===== config.mk =====
export PLATFORM = sky130hd
export DESIGN_NAME = uart_subsys
export DESIGN_NICKNAME = d
export VERILOG_FILES = /design/src/uart_pkg.sv /design/src/uart_mmio.sv /design/src/uart_rx.sv /design/src/uart_subsys.sv /design/src/uart_tx.sv
export SDC_FILE = /design/constraint.sdc
export NUM_CORES = 1
export LEC_CHECK = 0
export BUFFER_PORTS_ARGS = -buffer_cell sky130_fd_sc_hd__buf_2
export CORE_ASPECT_RATIO = 2
export CORE_MARGIN = 4
export CORE_UTILIZATION = 40
export CTS_CLUSTER_SIZE = 8
export DETAILED_ROUTE_END_ITERATION = 6
export PLACE_DENSITY_LB_ADDON = 0.2
export SETUP_SLACK_MARGIN = 0.2
export SLEW_MARGIN = 15
export SYNTH_ARGS = -nofsm -noshare
export SYNTH_HDL_FRONTEND = slang
export SYNTH_SLANG_ARGS = --single-unit

===== constraint.sdc =====
create_clock -name clk_i -period 2.46 [get_ports clk_i]
set_input_delay 0.738 -clock clk_i [delete_from_list [all_inputs] [get_ports clk_i]]
set_output_delay 0.738 -clock clk_i [all_outputs]
set_load 0.03 [all_outputs]

===== src/uart_pkg.sv =====
// Register map and bus types for the UART peripheral.
// All register layouts are fixed at 32 bits.
// Reserved fields read as zero and ignore writes.
`default_nettype none

package uart_pkg;

    localparam int BAUD_W = 32;    // Divisor width, in bits.

    // Word index, taken from address bits 3:2.
    typedef enum logic [1:0] {
        CTRL_0  = 2'h0,
        CTRL_1  = 2'h1,
        DATA_TX = 2'h2,
        DATA_RX = 2'h3
    } uart_reg_e;

    typedef struct packed {
        logic [31:0] baud_div;     // Bit period in clocks, at least 4.
    } uart_ctrl0_t;

    typedef struct packed {
        logic [30:0] rsvd;
        logic        en;           // Clearing it acts as a soft reset.
    } uart_ctrl1_t;

    typedef struct packed {
        logic [22:0] rsvd;
        logic        tx_ready;
        logic [7:0]  tx_data;
    } uart_data_tx_t;

    typedef struct packed {
        logic [22:0] rsvd;
        logic        rx_valid;
        logic [7:0]  rx_data;
    } uart_data_rx_t;

    // One write request, acted on when any strobe is set.
    typedef struct packed {
        logic [31:0] addr;
        logic [31:0] data;
        logic [3:0]  strb;
    } uart_wr_req_t;

endpackage

`default_nettype wire


===== src/uart_mmio.sv =====
// UART register block on one 256-byte page at BASE.
// Read data is registered and holds when the page does not match.
// Writes need any strobe set; partial-word merges are not supported.
`timescale 1ns/1ps
`default_nettype none

module uart_mmio import uart_pkg::*; #(
    parameter logic [31:0] BASE = 32'h4000_0000
) (
    input  logic         clk_i,
    input  logic         rst_n_i,
    input  logic [31:0]  rd_addr_i,
    output logic [31:0]  rd_data_o,
    input  uart_wr_req_t wr_req_i,
    input  logic         rx_i,
    output logic         tx_o
);

uart_ctrl0_t   ctrl0_q;
logic          en_q;
logic [7:0]    tx_data_q;
logic          tx_start_q;
logic          rx_ack_q;
logic [31:0]   rd_data_q;

uart_ctrl1_t   ctrl1;
uart_data_tx_t data_tx;
uart_data_rx_t data_rx;
logic [31:0]   rd_word;

logic          tx_ready;
logic          rx_valid;
logic [7:0]    rx_data;

logic          rd_hit;
logic          wr_hit;
uart_reg_e     rd_reg;
uart_reg_e     wr_reg;

assign rd_hit = (rd_addr_i[31:8] == BASE[31:8]);
assign wr_hit = (wr_req_i.addr[31:8] == BASE[31:8]) && (|wr_req_i.strb);
assign rd_reg = uart_reg_e'(rd_addr_i[3:2]);
assign wr_reg = uart_reg_e'(wr_req_i.addr[3:2]);

assign rd_data_o = rd_data_q;

always_comb begin
    ctrl1            = '0;
    ctrl1.en         = en_q;
    data_tx          = '0;
    data_tx.tx_ready = tx_ready;
    data_tx.tx_data  = tx_data_q;
    data_rx          = '0;
    data_rx.rx_valid = rx_valid;
    data_rx.rx_data  = rx_data;

    case (rd_reg)
        CTRL_0:  rd_word = ctrl0_q;
        CTRL_1:  rd_word = ctrl1;
        DATA_TX: rd_word = data_tx;
        default: rd_word = data_rx;
    endcase
end

always_ff @(posedge clk_i or negedge rst_n_i) begin
    if (!rst_n_i) begin
        ctrl0_q   <= '0;
        en_q      <= 1'b0;
        tx_data_q <= '0;
        rd_data_q <= '0;
    end else begin
        if (rd_hit) begin
            rd_data_q <= rd_word;
        end
        if (wr_hit) begin
            case (wr_reg)
                CTRL_0:  ctrl0_q   <= uart_ctrl0_t'(wr_req_i.data);
                CTRL_1:  en_q      <= wr_req_i.data[0];
                DATA_TX: tx_data_q <= wr_req_i.data[7:0];
                default: ;    // DATA_RX is read-only.
            endcase
        end
    end
end

// Start request holds until the serializer takes it.
always_ff @(posedge clk_i or negedge rst_n_i) begin
    if (!rst_n_i) begin
        tx_start_q <= 1'b0;
    end else if (!en_q) begin
        tx_start_q <= 1'b0;
    end else if (wr_hit && (wr_reg == DATA_TX)) begin
        tx_start_q <= 1'b1;
    end else if (tx_ready) begin
        tx_start_q <= 1'b0;
    end
end

// Ack stays up until the held byte is released.
always_ff @(posedge clk_i or negedge rst_n_i) begin
    if (!rst_n_i) begin
        rx_ack_q <= 1'b0;
    end else if (!rx_valid) begin
        rx_ack_q <= 1'b0;
    end else if (rd_hit && (rd_reg == DATA_RX)) begin
        rx_ack_q <= 1'b1;
    end
end

uart_tx u_tx (
    .clk_i      (clk_i),
    .rst_n_i    (rst_n_i),
    .en_i       (en_q),
    .baud_div_i (ctrl0_q.baud_div),
    .start_i    (tx_start_q),
    .data_i     (tx_data_q),
    .ready_o    (tx_ready),
    .tx_o       (tx_o)
);

uart_rx u_rx (
    .clk_i      (clk_i),
    .rst_n_i    (rst_n_i),
    .en_i       (en_q),
    .baud_div_i (ctrl0_q.baud_div),
    .ack_i      (rx_ack_q),
    .rx_i       (rx_i),
    .valid_o    (rx_valid),
    .data_o     (rx_data)
);

a_start_needs_en: assert property (@(posedge clk_i) disable iff (!rst_n_i)
    !en_q |=> !$rose(tx_start_q));

endmodule

`default_nettype wire


===== src/uart_rx.sv =====
// 8N1 deserializer with a two-flop input synchronizer.
// baud_div_i must be at least 4; the start bit is rechecked at mid-bit.
// A new byte overwrites an unacknowledged one, and no overrun is flagged.
`timescale 1ns/1ps
`default_nettype none

module uart_rx import uart_pkg::*; (
    input  logic              clk_i,
    input  logic              rst_n_i,
    input  logic              en_i,
    input  logic [BAUD_W-1:0] baud_div_i,
    input  logic              ack_i,
    input  logic              rx_i,
    output logic              valid_o,
    output logic [7:0]        data_o
);

typedef enum logic [1:0] {IDLE, START, DATA, STOP} rx_state_e;

rx_state_e         state_q;
logic [1:0]        sync_q;
logic              rx_prev_q;
logic [BAUD_W-1:0] cnt_q;
logic [2:0]        bit_q;
logic [7:0]        shift_q;
logic [7:0]        data_q;
logic              valid_q;
logic              rx_s;
logic              bit_end;
logic              frame_done;

assign rx_s       = sync_q[1];
assign bit_end    = (cnt_q == '0);
assign frame_done = (state_q == STOP) && bit_end && rx_s;   // Good stop bit.
assign valid_o    = valid_q;
assign data_o     = data_q;

always_ff @(posedge clk_i or negedge rst_n_i) begin
    if (!rst_n_i) begin
        sync_q    <= 2'b11;
        rx_prev_q <= 1'b1;
    end else begin
        sync_q    <= {sync_q[0], rx_i};
        rx_prev_q <= rx_s;
    end
end

always_ff @(posedge clk_i or negedge rst_n_i) begin
    if (!rst_n_i) begin
        state_q <= IDLE;
        cnt_q   <= '0;
        bit_q   <= '0;
        data_q  <= '0;
        valid_q <= 1'b0;
    end else if (!en_i) begin
        state_q <= IDLE;
        cnt_q   <= '0;
        bit_q   <= '0;
        valid_q <= 1'b0;
    end else begin
        case (state_q)
            IDLE: begin
                if (rx_prev_q && !rx_s) begin
                    cnt_q   <= (baud_div_i >> 1) - 1'b1;    // Half a bit.
                    state_q <= START;
                end
            end
            START: begin
                if (!bit_end) begin
                    cnt_q <= cnt_q - 1'b1;
                end else if (!rx_s) begin
                    cnt_q   <= baud_div_i - 1'b1;
                    bit_q   <= '0;
                    state_q <= DATA;
                end else begin
                    state_q <= IDLE;    // Glitch, not a start bit.
                end
            end
            DATA: begin
                if (bit_end) begin
                    cnt_q <= baud_div_i - 1'b1;
                    bit_q <= bit_q + 1'b1;
                    if (bit_q == 3'd7) begin
                        state_q <= STOP;
                    end
                end else begin
                    cnt_q <= cnt_q - 1'b1;
                end
            end
            STOP: begin
                if (bit_end) begin
                    state_q <= IDLE;
                end else begin
                    cnt_q <= cnt_q - 1'b1;
                end
            end
        endcase

        // A completing frame wins over the acknowledge.
        if (frame_done) begin
            data_q  <= shift_q;
            valid_q <= 1'b1;
        end else if (ack_i) begin
            valid_q <= 1'b0;
        end
    end
end

// LSB arrives first.
always_ff @(posedge clk_i) begin
    if ((state_q == DATA) && bit_end) begin
        shift_q <= {rx_s, shift_q[7:1]};
    end
end

a_held_byte: assert property (@(posedge clk_i) disable iff (!rst_n_i)
    (valid_o && !frame_done) |=> $stable(data_o));

endmodule

`default_nettype wire


===== src/uart_subsys.sv =====
// UART subsystem with a plain read port and a plain write port.
// BASE selects the 256-byte register page; its low 8 bits are ignored.
`timescale 1ns/1ps
`default_nettype none

module uart_subsys import uart_pkg::*; #(
    parameter logic [31:0] BASE = 32'h4000_0000
) (
    input  logic         clk_i,
    input  logic         rst_n_i,
    input  logic [31:0]  rd_addr_i,
    output logic [31:0]  rd_data_o,
    input  uart_wr_req_t wr_req_i,
    input  logic         rx_i,
    output logic         tx_o
);

uart_mmio #(
    .BASE (BASE)
) u_mmio (
    .clk_i     (clk_i),
    .rst_n_i   (rst_n_i),
    .rd_addr_i (rd_addr_i),
    .rd_data_o (rd_data_o),
    .wr_req_i  (wr_req_i),
    .rx_i      (rx_i),
    .tx_o      (tx_o)
);

endmodule

`default_nettype wire


===== src/uart_tx.sv =====
// 8N1 serializer, one frame per start_i seen while idle.
// baud_div_i is the bit period in clocks and must be at least 4.
// Dropping en_i aborts the frame at the next edge and holds tx_o high.
`timescale 1ns/1ps
`default_nettype none

module uart_tx import uart_pkg::*; (
    input  logic              clk_i,
    input  logic              rst_n_i,
    input  logic              en_i,
    input  logic [BAUD_W-1:0] baud_div_i,
    input  logic              start_i,
    input  logic [7:0]        data_i,
    output logic              ready_o,
    output logic              tx_o
);

typedef enum logic [1:0] {IDLE, START, DATA, STOP} tx_state_e;

tx_state_e         state_q;
logic [BAUD_W-1:0] cnt_q;
logic [2:0]        bit_q;
logic [7:0]        shift_q;
logic              tx_q;
logic              bit_end;

assign bit_end = (cnt_q == '0);
assign ready_o = en_i && (state_q == IDLE);
assign tx_o    = tx_q;

always_ff @(posedge clk_i or negedge rst_n_i) begin
    if (!rst_n_i) begin
        state_q <= IDLE;
        cnt_q   <= '0;
        bit_q   <= '0;
        tx_q    <= 1'b1;
    end else if (!en_i) begin
        state_q <= IDLE;
        cnt_q   <= '0;
        bit_q   <= '0;
        tx_q    <= 1'b1;            // Line idles high.
    end else begin
        case (state_q)
            IDLE: begin
                if (start_i) begin
                    cnt_q   <= baud_div_i - 1'b1;
                    tx_q    <= 1'b0;
                    state_q <= START;
                end
            end
            START: begin
                if (bit_end) begin
                    cnt_q   <= baud_div_i - 1'b1;
                    bit_q   <= '0;
                    tx_q    <= shift_q[0];
                    state_q <= DATA;
                end else begin
                    cnt_q <= cnt_q - 1'b1;
                end
            end
            DATA: begin
                if (bit_end) begin
                    cnt_q <= baud_div_i - 1'b1;
                    bit_q <= bit_q + 1'b1;
                    if (bit_q == 3'd7) begin
                        tx_q    <= 1'b1;    // Stop bit.
                        state_q <= STOP;
                    end else begin
                        tx_q <= shift_q[0];
                    end
                end else begin
                    cnt_q <= cnt_q - 1'b1;
                end
            end
            STOP: begin
                if (bit_end) begin
                    state_q <= IDLE;
                end else begin
                    cnt_q <= cnt_q - 1'b1;
                end
            end
        endcase
    end
end

// Next data bit always sits in shift_q[0].
always_ff @(posedge clk_i) begin
    if (state_q == IDLE) begin
        if (start_i) begin
            shift_q <= data_i;
        end
    end else if (bit_end) begin
        shift_q <= {1'b0, shift_q[7:1]};
    end
end

a_idle_high: assert property (@(posedge clk_i) disable iff (!rst_n_i)
    (state_q == IDLE) |-> tx_o);

// Disabled core is never ready and is idle one edge later.
a_off_idle: assert property (@(posedge clk_i) disable iff (!rst_n_i)
    !en_i |-> !ready_o ##1 (state_q == IDLE));

endmodule

`default_nettype wire

**Word level (Yosys, flattened, before mapping)**

Index checks and enable logic that the tools add are counted.

- Register bits after elaboration: 178
- Output and inout bits: 33
- Logic and storage cells: 145

- Add/sub/neg operators: 6
- Equality and inequality tests: 36
- Muxes and demuxes: 54
- Reductions and logical operators: 30

Operator list:

| cell | number |
|---|---|
| 2-to-1 mux 32 bit | 10 |
| one-hot mux 32 bit (3 select lines) | 2 |
| one-hot mux 32 bit (4 select lines) | 1 |
| subtractor 32 x 1 -> 32 bit, second input constant | 3 |
| logical NOT 32 bit | 2 |
| inequality test 3 bit, second input constant | 17 |
| == test 24 x 23 -> 1 bit, second input constant | 2 |
| subtractor 31 x 1 -> 32 bit, second input constant | 1 |
| 2-to-1 mux 2 bit | 13 |
| 2-to-1 mux 8 bit | 3 |
| 2-to-1 mux 3 bit | 7 |
| one-hot mux 2 bit (4 select lines) | 2 |
| == test 2 bit, second input constant | 7 |
| 2-to-1 mux 1 bit | 13 |
| one-hot mux 3 bit (2 select lines) | 2 |
| AND reduction 2 bit | 6 |
| AND reduction 5 bit | 2 |
| == test 2 x 1 -> 1 bit, second input constant | 4 |
| logical AND 1 bit | 8 |
| logical NOT 2 bit | 4 |
| inequality test 4 bit, second input constant | 2 |
| AND reduction 4 bit | 2 |
| adder 3 x 1 -> 3 bit, second input constant | 2 |
| == test 3 bit, second input constant | 2 |
| 7 further kinds | 9 |

**Logic depth before layout (Yosys ltp)**

Gate-level depths: netlist of run 1.

- Word-level depth: 5
- Gate-level depth with buffers: 11
- Depth with buffers taken out: 8

**Hierarchy**

A second synthesis of run 1 with hierarchy kept.

- Cell total of the unflattened synthesis: 1228
- Area, all modules: 11658.7 um^2

By module, submodules not included:

| module | times used | cells an instance | area each (um^2) | seq. area each (um^2) |
|---|---|---|---|---|
| uart_rx | 1 | 556 | 4752.1 | 1470.2 |
| uart_tx | 1 | 416 | 3617.2 | 1192.4 |
| uart_mmio | 1 | 256 | 3289.4 | 1876.8 |

**Worst setup path after synthesis of run 1**

OpenSTA, ideal clock, no wires.

- Path type: input to register
- Start: in wr_req_i[45] (netlist bit)
- End: reg u_mmio.ctrl0_q[10] (netlist bit)
- Data arrival time: 2.562 ns
- Path slack: -0.227 ns
- Stages: 7
- Path through: nor4b_1 nand4_1 nor4_1 nor2b_1 clkbuf_1 buf_1 mux2_2

- Longest elaborated chain between the ends: 3

RTL lines:

| element | line | source |
|---|---|---|
| from (decl) | uart_subsys.sv:13 | `input uart_wr_req_t wr_req_i,` |
| == test 24 x 23 -> 1 bit | uart_mmio.sv:41 | `assign wr_hit = (wr_req_i.addr[31:8] == BASE[31:8]) && (\|wr_req_i.strb);` |
| logical AND 1 bit | uart_mmio.sv:41 |  |
| AND reduction 2 bit (no line) | n/a |  |
| to (signal assigned) | uart_mmio.sv:77 | `CTRL_0: ctrl0_q <= uart_ctrl0_t'(wr_req_i.data);` |
| to (decl) | uart_mmio.sv:19 | `uart_ctrl0_t ctrl0_q;` |

No other way between the ends.
A chain may end at the register's enable or synchronous reset.

**Worst setup path in the final report of run 1**

- Start: reg u_mmio.u_rx.cnt_q[15]
- End: reg u_mmio.u_rx.cnt_q[27]

- Longest elaborated chain between the ends: 4

RTL lines:

| element | line | source |
|---|---|---|
| from (decl) | uart_rx.sv:23 | `logic [BAUD_W-1:0] cnt_q;` |
| from (signal assigned) | uart_rx.sv:64 | `cnt_q <= (baud_div_i >> 1) - 1'b1;` |
| from (signal assigned) | uart_rx.sv:70 | `cnt_q <= cnt_q - 1'b1;` |
| from (signal assigned) | uart_rx.sv:72 | `cnt_q <= baud_div_i - 1'b1;` |
| subtractor 32 x 1 -> 32 bit / logical NOT 32 bit (equally long branches) | n/a |  |
| 2-to-1 mux 32 bit (on tied branches) | uart_rx.sv:91, uart_rx.sv:69, uart_rx.sv:80 |  |
| one-hot mux 32 bit (4 select lines) | uart_rx.sv:61 | `case (state_q)` |
| 2-to-1 mux 32 bit | uart_rx.sv:55 | `end else if (!en_i) begin` |

Parallel ways exist; a longest one is shown, timed or not. The select of a mux whose other input is x is not followed.

==> impl_metrics.csv, run 1 <==
group,metric,value,unit
timing,rsz0062_at_grt,"yes",
global_route,grt-ovfl-total,0,
clocking,cts_buffers,17,
place,place_ws,-0.160,ns
logic_synthesis,synthArstFlopShare,0.910,
power_and_ir_drop,power.share.clock,0.472,
timing,slew_viol_final,0,
setup_path,cp.required,2.80,ns
finish,n_antenna_cell,0,
logic_synthesis,synth_edf_count,16,
routing,wirelength,42400,microns
floorplanning,start_util,0.404,
routing,vias,11400,
clocking,clk_pin_slew,0.08,ns
timing,fin_ws,-0.0465,ns
power_and_ir_drop,powerDensity,373,nW/um^2
setup_path,endpoint_kind,"flop",
logic_synthesis,yosys.area_share.simple,0.233,
timing,setup_viol,5,
timing,whs,0.175,ns
floorplanning,chipHeight,244,microns
power_and_ir_drop,p_sw,1.54,mW
finish,drive_gt1_frac,0.421,
floorplanning,rows,86,
timing,timing.final.crit_share,1.02,
logic_synthesis,syn_nets,1329,
finish,layout.nets,1651,
logic_synthesis,synth_common_cells,"158 x dfrtp_1, 134 x nand2_1, 88 x nor2_1, 69 x clkbuf_1, 63 x mux2_2",
setup_path,path_class,"reg -> reg",
logic_synthesis,yosysTopAreaCell,"dfrtp_1",
finish,final_area,15900,sq um
global_route,antenna_found_initial,0,
routing,wl_per_cell,22.4,microns
power_and_ir_drop,intPower,4.41,mW
routing,route.antenna.remaining_nets,0,
timing,finalCriticalPeriod,2.51,ns
routing,drt_iter0_drc,639,
power_and_ir_drop,combPwrFrac,0.030,
logic_synthesis,ys_seq_elements,178,
clocking,clock_sinks,178,
logic_synthesis,synthAdderAreaFrac,0.0202,
floorplanning,fp.dieW,126,microns
logic_synthesis,synth_most_common_cell,"dfrtp_1",
floorplanning,core,27500,sq um
logic_synthesis,synth.top_cell.area_share,0.355,
run_status,violations,"setup timing",
timing,worstMarginPinSlew,0.517,ns
place,dp_hpwl,31300,microns
setup_path,worstPathArrival,2.84,ns
place,gp_congestion,0.942,
logic_synthesis,synth_compound_area_frac,0.176,
logic_synthesis,synthTopCellsByArea,"dfrtp_1 36%, mux2_2 6.4%, nand2_1 4.5%, edfxtp_1 4.3%, nor2_1 3.0%",
logic_synthesis,ys_seq_area_frac,0.408,
global_route,first_global_vias,11600,
global_route,grt_pass1_wl,64300,microns
clocking,clk_latency,0.45,ns
finish,area.growth.synth_to_final,43.0,%
job,maxCapViolCount,0,
clocking,cts_tree,"yes",
logic_synthesis,syn-cell-area,11100,sq um
logic_synthesis,synth_flop_cell,"dfrtp_1",
routing,drt_first_pass_iters,5,
global_route,grt_max_degree,60,
clocking,max-clock-path-buffers,2,
setup_path,cp-start-kind,"flop",
clocking,h-tree-depth,4,
logic_synthesis,yosysUniqueCellTypes,87,
logic_synthesis,yosys_warnings,0,
place,portBuffers,123,
power_and_ir_drop,pwr-share-seq,0.499,
timing,timing.final.hold_violations,0,
run_status,status,"finished with violations",
timing,fmax,399,MHz
floorplanning,io_pins,136,
logic_synthesis,post_synth_xor_area_fraction,0.0503,
routing,drc,0,
logic_synthesis,netlist_instances,1208,
timing,clock_skew,0.0120,ns
power_and_ir_drop,leakage,7.46,nW
timing,slew_headroom,0.652,
logic_synthesis,synthMuxAreaShare,0.0684,
place,placed_cell_area,14000,sq um
setup_path,cp_max_fo,4,
power_and_ir_drop,max-vdd-ir-drop,0.535,mV
routing,viasPerCell,6.01,
global_route,globalRouteTotalUtil,0.267,
clocking,root_buffer,"clkbuf_16",
min_path,hold_class,"in -> async",
floorplanning,dieArea,30700,sq um
finish,final_core_util,0.578,
power_and_ir_drop,switching_share,0.258,
logic_synthesis,synth_top_family_by_area,"simple AND/OR/NAND/NOR gates",
logic_synthesis,syn_avg_cell_area,9.22,sq um
setup_path,ff2ff_path_depth,7,
[worst max-delay path: stages (launching register included)]
cell and delay [ns]:
dfrtp_1 0.38, or4_4 0.58, nand4b_4 0.31, nor3_4 0.36, buf_6 0.19, nand3_1 0.07, a311o_1 0.31, a22o_1 0.19
[routing by layer]
metal | GRT usage | vias to the layer above | part of all wire
met5 | 0 | - | 0
met4 | 0.199 | 0 | 0.082
met3 | 0.0372 | 182 | 0.036
met2 | 0.481 | 399 | 0.53
met1 | 0.277 | 5642 | 0.35
li1 | - | 5172 | -
[registers in the layout (all words and copies together) (netlist names), 3 cells and up]
| name | count |
|---|---|
| u_mmio.ctrl0_q | 32 |
| u_mmio.rd_data_o | 32 |
| u_mmio.u_rx.cnt_q | 32 |
| u_mmio.u_tx.cnt_q | 32 |
| u_mmio.tx_data_q | 8 |
| u_mmio.u_rx.data_o | 8 |
| u_mmio.u_rx.shift_q | 8 |
| u_mmio.u_tx.shift_q | 8 |
| u_mmio.u_rx.bit_q | 3 |
| u_mmio.u_tx.bit_q | 3 |
[path summary, 6_finish.rpt]
check                                       from               endpoint  slack [ns]
setup / recovery           u_mmio.u_rx.cnt_q[15]  u_mmio.u_rx.cnt_q[27]       -0.05
hold / removal                           rst_n_i   u_mmio.u_tx.bit_q[2]        0.17
setup reg to reg           u_mmio.u_rx.cnt_q[15]  u_mmio.u_rx.cnt_q[27]       -0.05
hold reg to reg            u_mmio.u_rx.sync_q[0]  u_mmio.u_rx.sync_q[1]        0.36
max in group asynchronous                rst_n_i   u_mmio.u_tx.cnt_q[7]        1.61
min in group clk_i         u_mmio.u_rx.sync_q[0]  u_mmio.u_rx.sync_q[1]        0.36
[per-stage QoR]
| step | instances | setup TNS [ns] | total power, mW |
|---|---|---|---|
| 2_1_floorplan | 1208 | 0 | 3.04 |
| 3_3_place_gp | 1825 | -3.66 | 3.20 |
| 3_5_place_dp | 1825 | -5.44 | 3.21 |
| 4_1_cts | 1880 | 0 | 5.99 |
| 5_1_grt | 1895 | -1.48 | 6.13 |
| 6_report | 1895 | -0.0809 | 5.94 |
[what timing repair did]
action,in CTS,in global routing
setup endpoints to repair,99,99
setup buffers,19,12
resized for setup,105,109
hold buffers,0,0
cloned,4,3
pin swaps,39,44
endpoints found under the hold margin,0,0
[cell type report]
| class | count | area [sq um] |
|---|---|---|
| fillers | 2484 | 11600 |
| multi-input cells | 912 | 7130 |
| flip-flops and latches | 178 | 4540 |
| repair buffers | 393 | 3100 |
| well taps | 352 | 440 |
| clock buffers | 17 | 425 |
| clock inverters | 15 | 181 |
| inverters | 28 | 105 |
[power by group through the flow]
stage / clock network [mW] / logic [mW] / registers, mW
2_1_floorplan: 0 / 0.0224 / 3.02
3_3_place_gp: 0 / 0.179 / 3.02
3_5_place_dp: 0 / 0.184 / 3.02
4_1_cts: 2.85 / 0.183 / 2.96
5_1_grt: 2.97 / 0.198 / 2.96
6_report: 2.80 / 0.178 / 2.96
[cells by family after synthesis]
kind of cell / after synthesis
fa+ha+maj: 18
flops: 178
simple gates: 493
buf+inv: 120
mux: 67
compound gates: 268
xor+xnor: 64
[placed cells by master (no fill, tap or decap), types with 7 or more instances in the layout]
master,netlist,routed
buf_6,1,30
and2_1,8,7
a21oi_1,40,33
nor4_2,4,9
nand4_1,27,27
clkbuf_16,0,18
nor3_2,3,8
or2_2,7,7
nand2_1,134,124
or4_1,11,7
a221o_1,13,13
buf_4,3,214
o211ai_1,17,17
a211oi_1,9,7
o21ai_1,4,9
a31oi_1,10,7
nor4_1,45,31
o21ai_0,46,32
o31ai_1,12,12
a21o_1,8,7
or3_1,22,21
xor2_1,30,28
buf_12,0,19
dfrtp_1,158,157
o22ai_1,12,8
nor3_1,43,35
inv_1,27,24
a22o_1,16,16
mux2_4,0,26
nor4_4,3,12
a221oi_1,13,11
nor2_1,88,80
nand3_1,55,52
xnor2_1,34,32
edfxtp_1,16,16
mux2_2,63,37
ha_1,18,12
buf_2,12,122
Note: power is estimated with default switching activity, not from simulation.
==> run 2: changes to the inputs <==
--- a/config.mk
+++ b/config.mk
@@ -6,7 +6,7 @@
 export NUM_CORES = 1
 export LEC_CHECK = 0
 export BUFFER_PORTS_ARGS = -buffer_cell sky130_fd_sc_hd__buf_2
-export CORE_ASPECT_RATIO = 2
+export CORE_ASPECT_RATIO = 0.6
 export CORE_MARGIN = 4
 export CORE_UTILIZATION = 40
 export CTS_CLUSTER_SIZE = 8
==> run 2 against run 1 <==
  * The flow still finishes with violations (setup timing)
  * Register-to-register slack improved by 0.02 ns
  * Wire length increased by 1.3%
  * Flip-flop and latch count unchanged
  * Count of clock-buffer cells in the layout increased by 2
  * Utilization increased by 2.8 points
  * Clock power decreased by 5%
  * Hold slack improved by 0.050 ns
  * Die area decreased by 0.24%
  * Cell count increased by 2.2%
  * First-iteration DRC count increased by 100%
  * Critical endpoint is now u_mmio.u_rx.cnt_q[24]
  * Largest cell class unchanged
==> impl_metrics.csv, run 2 (same netlist as run 1, synthesis figures left out) <==
group,metric,value,unit
timing,fin_ws,-0.0260,ns
timing,fmax,402,MHz
timing,finalCriticalPeriod,2.49,ns
clocking,ctsHoldBuffers,0,
timing,worstMarginPinSlew,0.738,ns
timing,slew_viol_final,0,
place,place_ws,-0.200,ns
timing,timing.final.crit_share,1.01,
clocking,clk_pin_slew,0.07,ns
global_route,grt_max_degree,50,
floorplanning,dieArea,30700,sq um
run_status,violations,"setup timing",
power_and_ir_drop,leakage,7.64,nW
routing,drt_iter0_drc,1306,
setup_path,cp.required,2.80,ns
floorplanning,chipHeight,137,microns
clocking,h-tree-depth,4,
min_path,hold_class,"in -> async",
power_and_ir_drop,totalPowerFinal,5.81,mW
global_route,globalRouteTotalUtil,0.266,
routing,viasPerCell,6.01,
setup_path,endpoint_kind,"flop",
floorplanning,io_pins,136,
global_route,antenna_found_initial,0,
place,gp_congestion,1.00,
place,dp_hpwl,30400,microns
setup_path,r2r_start,"u_mmio.u_rx.cnt_q[27]",
timing,clock_skew,0.0120,ns
finish,area.growth.synth_to_final,46.2,%
setup_path,r2r_slack,-0.03,ns
setup_path,critical_path.cell_chain,"or4_4 > buf_4 > nor2_4 > buf_4 > nand3_4 > a221o_1 > a21o_1 > a221o_1",
finish,n_fill_cell,2283,
timing,setup_viol,1,
timing,slew_headroom,0.507,
global_route,first_global_vias,11000,
clocking,max-clock-path-buffers,2,
routing,route.antenna.remaining_nets,0,
power_and_ir_drop,powerDensity,356,nW/um^2
finish,n_antenna_cell,0,
clocking,clock_sinks,178,
place,portBuffers,123,
clocking,clk_latency,0.45,ns
routing,wl_per_cell,22.2,microns
clocking,cts_buffers,17,
routing,drc,0,
floorplanning,rows,46,
setup_path,r2r-end,"u_mmio.u_rx.cnt_q[24]",
setup_path,cp_max_fo,4,
setup_path,cp-start-kind,"flop",
global_route,grt-ovfl-total,0,
finish,final_core_util,0.606,
setup_path,path_class,"reg -> reg",
finish,mostFrequentLayoutCell,"buf_4",
floorplanning,fp.dieW,223,microns
setup_path,ff2ff_path_depth,8,
finish,drive_gt1_frac,0.446,
power_and_ir_drop,max-vdd-ir-drop,0.408,mV
setup_path,cpMaxStageDelayCell,"or4_4",
setup_path,slowest_delay,0.58,ns
timing,timing.final.hold_violations,0,
floorplanning,start_util,0.414,
routing,drt_first_pass_iters,7,
run_status,status,"finished with violations",
global_route,grt_pass1_wl,63500,microns
job,maxCapViolCount,0,
finish,layout.nets,1684,
clocking,root_buffer,"clkbuf_16",
floorplanning,core,26900,sq um
timing,rsz0062_at_grt,"yes",
finish,final_cells,1936,
routing,wirelength,42900,microns
place,dp.cells,1832,
finish,final_cell_mix,"238 x buf_4, 153 x dfrtp_1, 127 x nand2_1",
clocking,cts_tree,"yes",
timing,whs,0.225,ns
setup_path,worstPathArrival,2.82,ns
routing,vias,11600,
## run 2: cell types whose count changed in the layout (fill, tap and decap cells not counted), sizes merged
cell and delta:
nand3 -1, clkbuf +5, buf +30, clkinvlp +1, inv +2, clkinv -5, a31o +1
## run 2: worst max-delay path, delay by kind of cell, from the launching register on
kind,cells,cell delay [ns]
and+or+nand+nor,3,0.83
buffers and inverters,2,0.32
DFF,1,0.40
AOI/OAI and AO/OA,3,0.82
## run 2: stage by stage
stage / area (sq um) / setup TNS (ns)
5_1_grt: 16300 / -0.851
3_5_place_dp: 14000 / -5.98
3_3_place_gp: 14000 / -5.37
2_1_floorplan: 11400 / 0
6_report: 16300 / -0.0260
4_1_cts: 15400 / 0
## run 2: final cells by class
class / instances / area [sq um] / share of cell area
Inverter: 28 / 105 / 0.00645
Clock inverter: 13 / 116 / 0.00715
Sequential cell: 178 / 4550 / 0.279
Multi-Input combinational cell: 912 / 7220 / 0.443
Timing Repair Buffer: 426 / 3420 / 0.210
Clock buffer: 19 / 433 / 0.0266
Tap cell: 360 / 450 / 0.0277
## run 2: worst max-delay path by stage
stage,startpoint,endpoint,slack (ns),depth (start not counted)
floorplan,u_mmio.u_rx.cnt_q[16],u_mmio.u_rx.cnt_q[27],0.11,8
global placement,wr_req_i[48],u_mmio.ctrl0_q[10],-0.18,7
detailed placement,wr_req_i[45],u_mmio.ctrl0_q[10],-0.20,7
CTS,u_mmio.u_rx.cnt_q[17],u_mmio.u_rx.cnt_q[25],0.02,8
global route,u_mmio.u_rx.cnt_q[17],u_mmio.u_rx.cnt_q[7],-0.08,9
finish,u_mmio.u_rx.cnt_q[27],u_mmio.u_rx.cnt_q[24],-0.03,8
## run 2: routing by layer
layer / track usage / vias up / wire length [microns]
met5: 0 / - / 49
met4: 0.0647 / 2 / 654
met3: 0.0835 / 47 / 4400
met2: 0.374 / 573 / 17600
met1: 0.397 / 5780 / 20300
li1: - / 5234 / -
## run 2: what timing repair did
action	in CTS	in global routing
setup endpoints to repair	97	131
cloned	5	6
setup buffers	28	33
gates resized for setup	114	128
pin swaps	44	68
## run 2: power breakdown
group / internal [mW] / total (mW) / switching (mW) / leakage (nW)
clock: 1.33 / 2.66 / 1.33 / 0.269
combinational: 0.0721 / 0.179 / 0.107 / 5.01
sequential: 2.96 / 2.96 / 0.00291 / 2.35
==> run 3: changes to the inputs <==
--- a/config.mk
+++ b/config.mk
@@ -16,4 +16,5 @@
 export SLEW_MARGIN = 15
 export SYNTH_ARGS = -nofsm -noshare
 export SYNTH_HDL_FRONTEND = slang
+export SYNTH_HIERARCHICAL = 1
 export SYNTH_SLANG_ARGS = --single-unit
==> run 3 against run 2 <==
  * The flow still finishes with violations (setup timing)
  * Clock power up 5%
  * Area after synthesis rose by 4.7%
  * Hold slack better by 0.016 ns
  * Non-clock buffer count shrank 7
  * Synthesized cell count is 1.7% higher
  * Maximum frequency up 0.32%
  * Utilization down 0.85 points
  * Combinational power rose by 11%
  * Critical path depth grew 1
  * Critical path type unchanged
  * Critical endpoint is now u_mmio/u_rx/cnt_q[13]
==> impl_metrics.csv, run 3 <==
group,metric,value,unit
setup_path,cp_max_fo,5,
logic_synthesis,synth_flop_cell,"dfrtp_1",
logic_synthesis,yosys_warnings,6,
setup_path,cp-start-kind,"flop",
finish,final_core_util,0.597,
finish,final_cell_mix,"221 x buf_4, 152 x dfrtp_1, 122 x buf_2",
global_route,grt_use_met1,0.390,
logic_synthesis,syn_nets,1351,
clocking,root_buffer,"clkbuf_16",
floorplanning,chipHeight,140,microns
setup_path,r2r_slack,-0.02,ns
setup_path,critical_path.cell_chain,"or4_4 > nand4b_4 > or2_4 > buf_6 > nor2_4 > o21a_4 > buf_12 > clkbuf_16 > a22o_1",
global_route,globalRouteTotalUtil,0.251,
routing,wl_per_cell,22.0,microns
logic_synthesis,yosysTopAreaCell,"dfrtp_1",
timing,worstMarginPinSlew,0.694,ns
logic_synthesis,synth_edf_count,16,
routing,wirelength,43700,microns
logic_synthesis,ys_seq_elements,178,
routing,drt_iter0_drc,1364,
timing,finalCriticalPeriod,2.48,ns
place,place_ws,-0.0986,ns
job,maxCapViolCount,0,
place,dp_hpwl,30400,microns
routing,viasPerCell,6.07,
timing,slew_viol_final,0,
logic_synthesis,synth_most_common_cell,"dfrtp_1",
floorplanning,io_pins,136,
run_status,violations,"setup timing",
finish,area.growth.synth_to_final,47.1,%
min_path,hold_class,"in -> async",
clocking,h-tree-depth,4,
clocking,cts_buffers,17,
routing,drt_first_pass_iters,6,
logic_synthesis,ys_seq_area_frac,0.389,
global_route,use_met2,0.341,
finish,layout.nets,1721,
clocking,clk_latency,0.46,ns
global_route,busiest_layer,"met1",
setup_path,endpoint_kind,"flop",
clocking,clock_sinks,178,
floorplanning,start_util,0.406,
floorplanning,fp.dieW,228,microns
clocking,max-clock-path-buffers,2,
finish,seq_area,4550,sq um
logic_synthesis,synthTopCellsByArea,"dfrtp_1 34%, mux2_2 6.9%, xnor2_1 4.4%, edfxtp_1 4.1%, xor2_1 3.5%",
setup_path,cp.required,2.86,ns
logic_synthesis,syn-cell-area,11700,sq um
global_route,use_met3,0.0715,
setup_path,cpMaxStageDelayCell,"or4_4",
global_route,grt-ovfl-total,0,
power_and_ir_drop,leakage,8.26,nW
run_status,status,"finished with violations",
timing,timing.final.hold_violations,0,
timing,setup_viol,7,
timing,rsz0062_at_grt,"yes",
global_route,antenna_found_initial,0,
logic_synthesis,yosysUniqueCellTypes,89,
timing,fmax,404,MHz
setup_path,worstPathArrival,2.88,ns
floorplanning,rows,48,
timing,slew_headroom,0.536,
global_route,grt_max_degree,49,
logic_synthesis,netlist_instances,1228,
setup_path,slowest_delay,0.55,ns
power_and_ir_drop,max-vdd-ir-drop,0.490,mV
finish,drive_gt1_frac,0.471,
global_route,grt_pass1_wl,63400,microns
timing,fin_ws,-0.0181,ns
finish,n_fill_cell,2444,
routing,route.antenna.remaining_nets,0,
finish,multi_input_area,8070,sq um
logic_synthesis,synth.top_cell.area_share,0.339,
logic_synthesis,syn_avg_cell_area,9.49,sq um
routing,vias,12000,
global_route,first_global_vias,11100,
place,portBuffers,123,
clocking,cts_tree,"yes",
logic_synthesis,synthArstFlopShare,0.910,
place,gp_congestion,0.981,
logic_synthesis,synth_common_cells,"158 x dfrtp_1, 107 x nand2_1, 78 x nor2_1, 71 x mux2_2, 61 x o21ai_0",
finish,mostFrequentLayoutCell,"buf_4",
clocking,clk_pin_slew,0.08,ns
floorplanning,dieArea,32000,sq um
routing,drc,0,
timing,clock_skew,0.0242,ns
finish,n_antenna_cell,0,
setup_path,path_class,"reg -> reg",
power_and_ir_drop,powerDensity,348,nW/um^2
floorplanning,core,28700,sq um
timing,timing.final.crit_share,1.01,
-- run 3: power by group --
part | leakage (nW) | internal, mW | switching, mW
logic | 5.60 | 0.0772 | 0.121
registers | 2.37 | 2.96 | 0.00226
clock network | 0.290 | 1.46 | 1.34
-- run 3: stage by stage --
stage	power, mW	area [sq um]	hold slack, ns	std cells	TNS [ns]
floorplan	3.05	12100	0.345	1228	-0.0437
global placement	3.22	14600	0.347	1882	-0.243
detailed placement	3.22	14600	0.350	1882	-0.588
CTS	6.02	16000	0.242	1952	0
global route	6.15	17100	0.264	1986	-1.16
finish	5.96	17100	0.240	1986	-0.0754
-- run 3: repair_timing --
action | in CTS | in global routing
gates resized for setup | 113 | 174
hold endpoints to repair | 0 | 0
setup endpoints to repair | 85 | 80
buffers inserted | 34 | 25
cloned | 4 | 9
pin swaps | 49 | 88
hold buffers | 0 | 0
-- run 3: worst paths after layout --
| kind | from | cells after the start | to |
|---|---|---|---|
| max | u_mmio/u_rx/cnt_q[19] | 9 | u_mmio/u_rx/cnt_q[13] |
| min | rst_n_i | 1 | u_mmio/ctrl0_q[10] |
| min reg2reg | u_mmio/u_rx/sync_q[0] | 0 | u_mmio/u_rx/sync_q[1] |
| max reg2reg | u_mmio/u_rx/cnt_q[19] | 9 | u_mmio/u_rx/cnt_q[13] |
| max in group asynchronous | rst_n_i | 2 | u_mmio/rd_data_o[10] |
| min in group clk_i | u_mmio/u_rx/sync_q[0] | 0 | u_mmio/u_rx/sync_q[1] |
-- run 3: logic make-up (layout without fill, tap and decap cells) --
family,count (synthesis),after routing,synth area share
compound gates,293,294,0.174
xor+xnor,105,105,0.0789
buf+inv,99,480,0.0406
simple gates,456,457,0.221
flops,178,178,0.389
fa+ha+maj,20,20,0.0215
mux,77,77,0.0750
-- run 3: area by class of cell --
class	instances	share of cell area
multi-input cells	953	0.471
flip-flops and latches	178	0.265
repair buffers	419	0.196
inverters	29	0.00635
well taps	375	0.0274
clock buffers	18	0.0256
clock inverters	14	0.00854
-- run 3: worst max-delay path: cells and delay by family (launching register included) --
kind                   cells  cell delay [ns]
and+or+nand+nor            4             1.16
buffers and inverters      3             0.48
DFF                        1             0.40
AOI/OAI and AO/OA          2             0.37
-- run 3: layer usage --
layer / wire length [microns] / up-vias
li1: - / 5380
met1: 20100 / 5917
met2: 17800 / 679
met3: 5000 / 71
met4: 828 / 0
met5: 0 / -
